==> config.mk <==
export PLATFORM = sky130hd
export DESIGN_NAME = game_core
export DESIGN_NICKNAME = d
export VERILOG_FILES = /design/src/hdl/game_pkg.sv /design/src/hdl/char_ctrl.sv /design/src/hdl/frame_ticker.sv /design/src/hdl/game_core.sv /design/src/hdl/map_arbiter.sv /design/src/hdl/shot_ctrl.sv /design/src/hdl/tile_map.sv
export SDC_FILE = /design/constraint.sdc
export NUM_CORES = 1
export LEC_CHECK = 0
export BUFFER_PORTS_ARGS = -buffer_cell sky130_fd_sc_hd__buf_2
export CORE_ASPECT_RATIO = 1.2
export CORE_UTILIZATION = 60
export CTS_BUF_LIST = sky130_fd_sc_hd__clkbuf_8 sky130_fd_sc_hd__clkbuf_16
export DETAILED_ROUTE_END_ITERATION = 6
export MAX_ROUTING_LAYER = met4
export PLACE_DENSITY = 0.83
export SLEW_MARGIN = 10
export SYNTH_ARGS = -nofsm -noshare
export SYNTH_HDL_FRONTEND = slang
export SYNTH_SLANG_ARGS = --single-unit
==> constraint.sdc <==
create_clock -name clk -period 3.4 [get_ports clk]
set_input_delay 0.51 -clock clk [delete_from_list [all_inputs] [get_ports clk]]
set_output_delay 0.51 -clock clk [all_outputs]
set_load 0.01 [all_outputs]
==> src/hdl/level.mem <==
// One tile row per line, 40 columns as 10 hex digits, column 0 is the leftmost bit.
// A set bit is a solid block. Rows 20 to 26 hold the wall at column 30.
0000000000
0000000000
0000000000
0000000000
0000000000
0000000000
0000000000
0000000000
0000000000
0000000000
0000000000
0000000000
0000000000
0000000000
0000000000
0000000000
0000000000
0000000000
0000000000
0000000000
0000000200
0000000200
0000000200
0000000200
0000000200
0000000200
0000000200
FFFFFFFFFF
FFFFFFFFFF
FFFFFFFFFF

==> src/hdl/game_pkg.sv <==
package game_pkg;

    localparam int HOR_PIXELS = 640;
    localparam int VER_PIXELS = 480;

    localparam int TILE_SIZE  = 16;
    localparam int TILE_SHIFT = $clog2(TILE_SIZE);
    localparam int MAP_COLS   = 40;
    localparam int MAP_ROWS   = 30;
    localparam int COL_W      = 6;
    localparam int ROW_W      = 5;

    localparam int CHAR_HGT    = 32;
    localparam int CHAR_LNG    = 24;
    localparam int MOVE_STEP   = 5;
    localparam int FALL_SPEED  = 5;
    localparam int JUMP_SPEED  = 7;
    localparam int JUMP_HEIGHT = 120;
    localparam int SHOT_STEP   = 8;

    typedef struct packed {
        logic [11:0] x;
        logic [11:0] y;
    } pos_t;

    typedef struct packed {
        logic step_left;
        logic step_right;
        logic jump;
        logic fire;
    } ctrl_in_t;

    typedef struct packed {
        logic [COL_W-1:0] col;
        logic [ROW_W-1:0] row;
    } map_req_t;

    typedef enum logic [1:0] {CHAR_IDLE, CHAR_PROBE, CHAR_UPDATE} char_state_e;

    typedef enum logic [1:0] {SHOT_IDLE, SHOT_PROBE, SHOT_UPDATE} shot_state_e;

endpackage

==> src/hdl/char_ctrl.sv <==
`timescale 1ns/10ps

module char_ctrl import game_pkg::*; #(
    parameter int SPAWN_X = 128,
    parameter int SPAWN_Y = 200
) (
    input  logic     clk,
    input  logic     rst,
    input  logic     frame,
    input  ctrl_in_t ctrl,

    output logic     req_valid,
    input  logic     req_ready,
    output map_req_t req,
    input  logic     rsp_valid,
    input  logic     rsp_solid,

    output pos_t     pos,
    output logic     flip_h
);
    localparam logic [11:0] LEFT_BOUND  = 12'(CHAR_LNG + MOVE_STEP);
    localparam logic [11:0] RIGHT_BOUND = 12'(HOR_PIXELS - CHAR_LNG - MOVE_STEP);

    char_state_e state;

    logic        jumping;
    logic        jump_q;
    logic [11:0] peak;
    logic [11:0] next_x;
    logic [11:0] foot_x;
    logic [11:0] foot_y;

    // Left wins when both directions are held. A step that would leave the bounds is dropped.
    always_comb begin
        next_x = pos.x;
        if (ctrl.step_left) begin
            if (pos.x >= LEFT_BOUND + 12'(MOVE_STEP)) begin
                next_x = pos.x - 12'(MOVE_STEP);
            end
        end else if (ctrl.step_right) begin
            if (pos.x + 12'(MOVE_STEP) <= RIGHT_BOUND) begin
                next_x = pos.x + 12'(MOVE_STEP);
            end
        end
    end

    assign foot_x = next_x + 12'(CHAR_LNG / 2);
    assign foot_y = pos.y + 12'(CHAR_HGT);

    assign req_valid = (state == CHAR_PROBE);

    always_ff @(posedge clk or posedge rst) begin
        if (rst) begin
            state   <= CHAR_IDLE;
            pos.x   <= 12'(SPAWN_X);
            pos.y   <= 12'(SPAWN_Y);
            flip_h  <= 1'b0;
            jumping <= 1'b0;
            jump_q  <= 1'b0;
            peak    <= '0;
            req     <= '0;
        end else begin
            case (state)
                CHAR_IDLE: begin
                    if (frame) begin
                        if (ctrl.step_left) begin
                            flip_h <= 1'b1;
                        end else if (ctrl.step_right) begin
                            flip_h <= 1'b0;
                        end
                        pos.x   <= next_x;
                        jump_q  <= ctrl.jump;
                        req.col <= foot_x[TILE_SHIFT +: COL_W];  // Tile under the feet.
                        req.row <= foot_y[TILE_SHIFT +: ROW_W];
                        state   <= CHAR_PROBE;
                    end
                end
                CHAR_PROBE: begin
                    if (req_ready) begin
                        state <= CHAR_UPDATE;
                    end
                end
                CHAR_UPDATE: begin
                    if (rsp_valid) begin
                        if (jumping) begin
                            if (pos.y > peak + 12'(JUMP_SPEED)) begin
                                pos.y <= pos.y - 12'(JUMP_SPEED);
                            end else begin
                                jumping <= 1'b0;  // Peak reached.
                            end
                        end else if (!rsp_solid) begin
                            pos.y <= pos.y + 12'(FALL_SPEED);
                        end else if (jump_q) begin
                            jumping <= 1'b1;  // Only from solid ground.
                            peak    <= pos.y - 12'(JUMP_HEIGHT);
                        end
                        state <= CHAR_IDLE;
                    end
                end
                default: state <= CHAR_IDLE;
            endcase
        end
    end

endmodule

==> src/hdl/frame_ticker.sv <==
`timescale 1ns/10ps

module frame_ticker #(
    parameter int FRAME_TICKS = 1_083_333
) (
    input  logic clk,
    input  logic rst,
    output logic frame
);
    localparam int CNT_W = (FRAME_TICKS > 1) ? $clog2(FRAME_TICKS) : 1;

    logic [CNT_W-1:0] tick_cnt;

    always_ff @(posedge clk or posedge rst) begin
        if (rst) begin
            tick_cnt <= '0;
            frame    <= 1'b0;
        end else if (tick_cnt == CNT_W'(FRAME_TICKS - 1)) begin
            tick_cnt <= '0;
            frame    <= 1'b1;  // One pulse per wrap.
        end else begin
            tick_cnt <= tick_cnt + 1'b1;
            frame    <= 1'b0;
        end
    end

endmodule

==> src/hdl/game_core.sv <==
`timescale 1ns/10ps

module game_core import game_pkg::*; #(
    parameter int FRAME_TICKS = 1_083_333,
    parameter int SPAWN_X     = 128,
    parameter int SPAWN_Y     = 200
) (
    input  logic     clk,
    input  logic     rst,
    input  ctrl_in_t ctrl,

    output logic     frame,
    output pos_t     char_pos,
    output logic     flip_h,
    output pos_t     shot_pos,
    output logic     shot_active
);
    logic     char_req_valid;
    logic     char_req_ready;
    map_req_t char_req;
    logic     char_rsp_valid;
    logic     char_rsp_solid;

    logic     shot_req_valid;
    logic     shot_req_ready;
    map_req_t shot_req;
    logic     shot_rsp_valid;
    logic     shot_rsp_solid;

    map_req_t map_addr;
    logic     map_solid;

    frame_ticker #(
        .FRAME_TICKS(FRAME_TICKS)
    ) u_frame_ticker (
        .clk  (clk),
        .rst  (rst),
        .frame(frame)
    );

    char_ctrl #(
        .SPAWN_X(SPAWN_X),
        .SPAWN_Y(SPAWN_Y)
    ) u_char_ctrl (
        .clk      (clk),
        .rst      (rst),
        .frame    (frame),
        .ctrl     (ctrl),
        .req_valid(char_req_valid),
        .req_ready(char_req_ready),
        .req      (char_req),
        .rsp_valid(char_rsp_valid),
        .rsp_solid(char_rsp_solid),
        .pos      (char_pos),
        .flip_h   (flip_h)
    );

    shot_ctrl u_shot_ctrl (
        .clk      (clk),
        .rst      (rst),
        .frame    (frame),
        .fire     (ctrl.fire),
        .char_pos (char_pos),
        .flip_h   (flip_h),
        .req_valid(shot_req_valid),
        .req_ready(shot_req_ready),
        .req      (shot_req),
        .rsp_valid(shot_rsp_valid),
        .rsp_solid(shot_rsp_solid),
        .pos      (shot_pos),
        .active   (shot_active)
    );

    // The character uses port a and the shot uses port b.
    map_arbiter u_map_arbiter (
        .clk        (clk),
        .rst        (rst),
        .a_valid    (char_req_valid),
        .a_req      (char_req),
        .a_ready    (char_req_ready),
        .a_rsp_valid(char_rsp_valid),
        .a_rsp_solid(char_rsp_solid),
        .b_valid    (shot_req_valid),
        .b_req      (shot_req),
        .b_ready    (shot_req_ready),
        .b_rsp_valid(shot_rsp_valid),
        .b_rsp_solid(shot_rsp_solid),
        .map_addr   (map_addr),
        .map_solid  (map_solid)
    );

    tile_map u_tile_map (
        .clk  (clk),
        .addr (map_addr),
        .solid(map_solid)
    );

endmodule

==> src/hdl/map_arbiter.sv <==
`timescale 1ns/10ps

module map_arbiter import game_pkg::*; (
    input  logic     clk,
    input  logic     rst,

    input  logic     a_valid,
    input  map_req_t a_req,
    output logic     a_ready,
    output logic     a_rsp_valid,
    output logic     a_rsp_solid,

    input  logic     b_valid,
    input  map_req_t b_req,
    output logic     b_ready,
    output logic     b_rsp_valid,
    output logic     b_rsp_solid,

    output map_req_t map_addr,
    input  logic     map_solid
);
    logic busy;    // High in the cycle the map reply is returned.
    logic last_b;  // Requester b holds the most recent grant.
    logic grant_a;
    logic grant_b;

    // The requester that was not granted last wins a tie.
    assign grant_a = !busy && a_valid && (!b_valid || last_b);
    assign grant_b = !busy && b_valid && (!a_valid || !last_b);

    assign a_ready = grant_a;
    assign b_ready = grant_b;

    assign map_addr = grant_b ? b_req : a_req;

    always_ff @(posedge clk or posedge rst) begin
        if (rst) begin
            busy   <= 1'b0;
            last_b <= 1'b0;
        end else if (busy) begin
            busy <= 1'b0;
        end else if (grant_a || grant_b) begin
            busy   <= 1'b1;
            last_b <= grant_b;
        end
    end

    // The reply goes back to whoever was granted in the previous cycle.
    assign a_rsp_valid = busy && !last_b;
    assign b_rsp_valid = busy && last_b;
    assign a_rsp_solid = map_solid;
    assign b_rsp_solid = map_solid;

endmodule

==> src/hdl/shot_ctrl.sv <==
`timescale 1ns/10ps

module shot_ctrl import game_pkg::*; (
    input  logic     clk,
    input  logic     rst,
    input  logic     frame,
    input  logic     fire,
    input  pos_t     char_pos,
    input  logic     flip_h,

    output logic     req_valid,
    input  logic     req_ready,
    output map_req_t req,
    input  logic     rsp_valid,
    input  logic     rsp_solid,

    output pos_t     pos,
    output logic     active
);
    shot_state_e state;

    logic        dir_left;
    logic [11:0] cand_x;
    logic [11:0] step_x;
    logic        off_screen;

    assign step_x = dir_left ? pos.x - 12'(SHOT_STEP) : pos.x + 12'(SHOT_STEP);

    // The left edge is crossed when the step would go below zero.
    assign off_screen = dir_left ? (pos.x < 12'(SHOT_STEP))
                                 : (step_x > 12'(HOR_PIXELS - 1));

    assign req_valid = (state == SHOT_PROBE);

    always_ff @(posedge clk or posedge rst) begin
        if (rst) begin
            state    <= SHOT_IDLE;
            active   <= 1'b0;
            dir_left <= 1'b0;
            pos      <= '0;
            cand_x   <= '0;
            req      <= '0;
        end else begin
            case (state)
                SHOT_IDLE: begin
                    if (frame) begin
                        if (!active) begin
                            if (fire) begin
                                active   <= 1'b1;
                                dir_left <= flip_h;
                                pos.x    <= char_pos.x + 12'(CHAR_LNG / 2);
                                pos.y    <= char_pos.y + 12'(CHAR_HGT / 2);
                            end
                        end else if (off_screen) begin
                            active <= 1'b0;
                        end else begin
                            cand_x  <= step_x;
                            req.col <= step_x[TILE_SHIFT +: COL_W];
                            req.row <= pos.y[TILE_SHIFT +: ROW_W];
                            state   <= SHOT_PROBE;
                        end
                    end
                end
                SHOT_PROBE: begin
                    if (req_ready) begin
                        state <= SHOT_UPDATE;
                    end
                end
                SHOT_UPDATE: begin
                    if (rsp_valid) begin
                        if (rsp_solid) begin
                            active <= 1'b0;  // Hit a block.
                        end else begin
                            pos.x <= cand_x;
                        end
                        state <= SHOT_IDLE;
                    end
                end
                default: state <= SHOT_IDLE;
            endcase
        end
    end

endmodule

==> src/hdl/tile_map.sv <==
`timescale 1ns/10ps

module tile_map import game_pkg::*; (
    input  logic     clk,
    input  map_req_t addr,
    output logic     solid
);
    // Column 0 is the leftmost hex digit of each row in the data file.
    logic [0:MAP_COLS-1] map_rows [MAP_ROWS];

    logic in_map;

    initial begin
        $readmemh("/design/src/hdl/level.mem", map_rows);
    end

    assign in_map = (addr.col < COL_W'(MAP_COLS)) && (addr.row < ROW_W'(MAP_ROWS));

    always_ff @(posedge clk) begin
        if (in_map) begin
            solid <= map_rows[addr.row][addr.col];
        end else begin
            solid <= 1'b1;  // Anything off the map counts as a wall.
        end
    end

endmodule

==> summary.md <==
| Metric | Value |
|---|---|
| Design Area, Final | between 6000 and 7000 µm² |
| Slack of the critical path | between 0.2 and 0.3 ns |
| Synth warn | 0 |
| Drt wl/cell | around 16 µm |
| PD cells | roughly 330 nW/µm² |
| Total gr overflow | 0 |
| Reg2Reg Setup Slack | between 0.2 and 0.3 ns |
| Hold Fails Final Rpt | 0 |
| GRT Total Usage | 0.2725 |
| Setup violators final | 0 |
| Syn Inst Count | about 620 |
| CTS Buf Count | 9 |
| DPL Wire Length | about 9000 µm |
| Vias per inst | between 5 and 6 |
| Worst r2r dst | u_char_ctrl.pos[8] |
| First-pass GRT wire length | 21170 µm |
| CTS max path bufs | 2 |
| Vias | 4675 |
| Ys async rst share | 1.000 |
| Initial core utilization | 0.6170 |
| Max-slew headroom | 0.4512 |
| Status | completed |
| WS Path Type | reg2reg |
| Count of pins over their slew limit | 0 |
| Vias in the first global route | around 4500 |
| Gates resized, CTS repair | 0 |
| # rows | 39 |
| Peak supply drop | around 0.00022 V |
| Die X | slightly above 90 µm |
| Synth Flop Type | dfrtp_1 |
| Inst Count DP | slightly below 800 |
| CTS tree | done |
| Post-synthesis sequential area ratio | 0.3993 |
| NumNets Final | 707 |
| Fillers | 747 |
| DRC Markers | 0 |
| EDFF count, synth | 0 |
| Initial antenna violation count | 0 |
| Leakage power | just over 3 nW |
| Postcts setup bufs | 0 |
| Worst r2r src | u_char_ctrl.peak[0] |
| Clock-pin slew on the worst setup and hold paths | about 0.060 ns |
| CP Max Fanout | 15 |
| Drt pass-1 iters | 5 |
| CORE AREA | between 9000 and 10000 µm² |
| Cts hold-fix bufs | 0 |
| WP data arrival | 3.34 ns |
| Post-route non-filler standard cell count | ~800 |
| Die ar. | around 10000 µm² |
| Detailed Route WL | ~13000 µm |
| H-tree depth | 3 |
| FF+latch count, synth | 93 |
| Worst Clk Skew | between 0.003 and 0.004 ns |
| Area growth from synthesis to layout | 10.52% |
| RSZ-0062 raised after global routing | no |
| Distinct cell type count of the synthesized netlist | 64 |
| Syn_area_per_cell | approximately 9.4 µm² |
| Final period util | 0.9137 |
| Final GP Congestion | between 0.8 and 0.9 |
| Clock latency on the worst-skew pair | approximately 0.34 ns |
| Largest net degree at the start of global routing | 48 |
| Die H | approximately 110 µm |
| Post-layout min period | between 3 and 4 ns |
| Initial DRC Count | 273 |
| Fmax | 321.9 MHz |
| DP Area | 6161 µm² |
| DRT antenna net count | 0 |
| Worst slack, placed | 0.1214 ns |
| I/O pin cnt | 57 |
| CP Data Required Time | roughly 3.6 ns |
| Worst Hold Class | in2async |
| Startpoint types | register |
| Port bufs | 56 |
| Syn_nets | about 670 |
| Max-cap viol count | 0 |
| CTS Sinks | between 90 and 100 |
| Fin Setup TNS | 0 ns |
| Worst Reg-to-Reg Cells | 12 |
| Layout cell share with drive strength beyond 1 | 0.1764 |
| N_diodes | 0 |
| Critical Path End Type | register |
| CTS root buf | clkbuf_16 |
| Worst-Margin Slew | approximately 0.82 ns |
| Mapped Area | just under 6000 µm² |
layer usage:
metal | track usage | vias to the layer above | routed length (µm)
li1 | - | 2276 | -
met2 | 0.4851 | 136 | 6836
met4 | 0.1272 | 0 | 303
met1 | 0.3114 | 2233 | 5255
met5 | - | - | 0
met3 | 0.02812 | 30 | 440
worst max path at each step:
stage | startpoint | end | slack [ns] | depth (start not counted)
after global routing | u_char_ctrl.peak[0] | u_char_ctrl.pos[11] | 0.07 | 13
after CTS | u_char_ctrl.peak[0] | u_char_ctrl.pos[11] | 0.08 | 13
after floorplan | rst | u_char_ctrl.flip_h | 0.48 | 1
final | u_char_ctrl.peak[0] | u_char_ctrl.pos[8] | 0.29 | 12
after global placement | u_char_ctrl.peak[0] | u_char_ctrl.pos[8] | 0.26 | 12
after detailed placement | u_char_ctrl.peak[0] | u_char_ctrl.pos[8] | 0.12 | 12
Yosys cell counts, drive strengths merged (5+ instances only):
library cell | number | area [µm²]
dfrtp | 89 | 2227
nand2 | 67 | 251.5
o21ai | 50 | 250.2
xnor2 | 39 | 341.6
ha | 37 | 462.9
nor2 | 33 | 126.4
xor2 | 33 | 289.0
nand3 | 27 | 135.1
a21oi | 26 | 141.4
inv | 19 | 71.32
buf | 18 | 138.9
clkbuf | 17 | 63.81
mux2 | 16 | 180.2
nand4 | 15 | 100.1
nor3 | 14 | 75.07
a21o | 10 | 76.32
nor4 | 10 | 68.81
and3 | 9 | 56.30
a31oi | 8 | 50.05
nor2b | 8 | 50.05
o31ai | 8 | 60.06
or3 | 7 | 45.05
nand2b | 6 | 37.54
or2 | 6 | 37.54
nand4b | 5 | 43.79
cell usage in the layout, fill, tap and decap left out, types with 3 or more instances in the layout:
master and instances:
mux2_2 16, o21ai_0 50, a21o_1 9, nor3b_1 3, xnor2_1 39, dfstp_2 4
a31oi_1 8, dfrtp_1 89, a21oi_1 25, buf_4 9, or3_1 6, ha_1 37
nand2b_1 6, and3_1 9, nand4_1 14, inv_1 19, nor2b_1 8, a211oi_1 4
nor3_1 13, o21a_1 3, nor4_1 9, xor2_1 33, or2_2 5, clkbuf_16 9
o31ai_1 8, nand2_1 67, nor2_1 32, nand4b_1 5, clkinv_2 5, and2_1 3
nand3_1 27, buf_2 56
kinds of logic (layout without fill, tap and decap cells):
group | after synthesis | count (layout) | synth area share
buffers and inverters | 54 | 101 | 0.04691
DFF | 93 | 93 | 0.3993
muxes | 17 | 17 | 0.03256
AOI/OAI and AO/OA | 127 | 127 | 0.1378
xor gates and xnor gates | 72 | 72 | 0.1080
and+or+nand+nor | 222 | 222 | 0.1962
adders and majority gates | 37 | 37 | 0.07926
sequential cells by signal (all words and copies together), names as in the netlist:
register,flops
u_char_ctrl.pos,24
u_shot_ctrl.pos,24
u_frame_ticker.tick_cnt,21
u_char_ctrl.peak,12
u_char_ctrl.state,2
u_shot_ctrl.state,2
u_char_ctrl.flip_h,1
u_char_ctrl.jump_q,1
u_char_ctrl.jumping,1
u_frame_ticker.frame,1
u_map_arbiter.busy,1
u_map_arbiter.last_b,1
u_shot_ctrl.active,1
u_shot_ctrl.dir_left,1
area by class of cell:
class / instances / area (µm²) / area share
well taps: 123 / 153.9 / 0.02384
flip-flops and latches: 93 / 2332 / 0.3613
clock buffers: 10 / 239.0 / 0.03702
clock inverters: 6 / 53.80 / 0.008335
repair buffers: 66 / 367.9 / 0.05699
multi-input cells: 475 / 3236 / 0.5013
inverters: 19 / 72.57 / 0.01124
metrics by stage:
step	power [mW]	utilization	hold slack [ns]
floorplan	1.149	-	0.4465
global placement	1.163	0.6508	0.4581
detailed placement	1.164	0.6508	0.4647
CTS	2.150	0.6817	0.3261
global route	2.193	0.6819	0.3700
finish	2.137	0.6819	0.2989
worst max-delay path, stage by stage, from the launching register on:
cell and delay [ns]:
dfrtp_1 0.36, inv_1 0.08, ha_1 0.23, nand2b_1 0.14, nor2b_1 0.20, nand2_1 0.10
xor2_1 0.15, ha_1 0.30, nand4_1 0.11, or2_2 0.32, o221ai_1 0.17, o2111a_2 0.45
mux2_2 0.38
power by group:
group / leakage, nW / switching (mW) / internal, mW
Clock: 0.153 / 0.413 / 0.582
Sequential: 1.24 / 0 / 1.11
Combinational: 1.68 / 0.0276 / 0.00732
Total: 3.08 / 0.441 / 1.70
No activity file was read; power rests on OpenSTA's default activity.
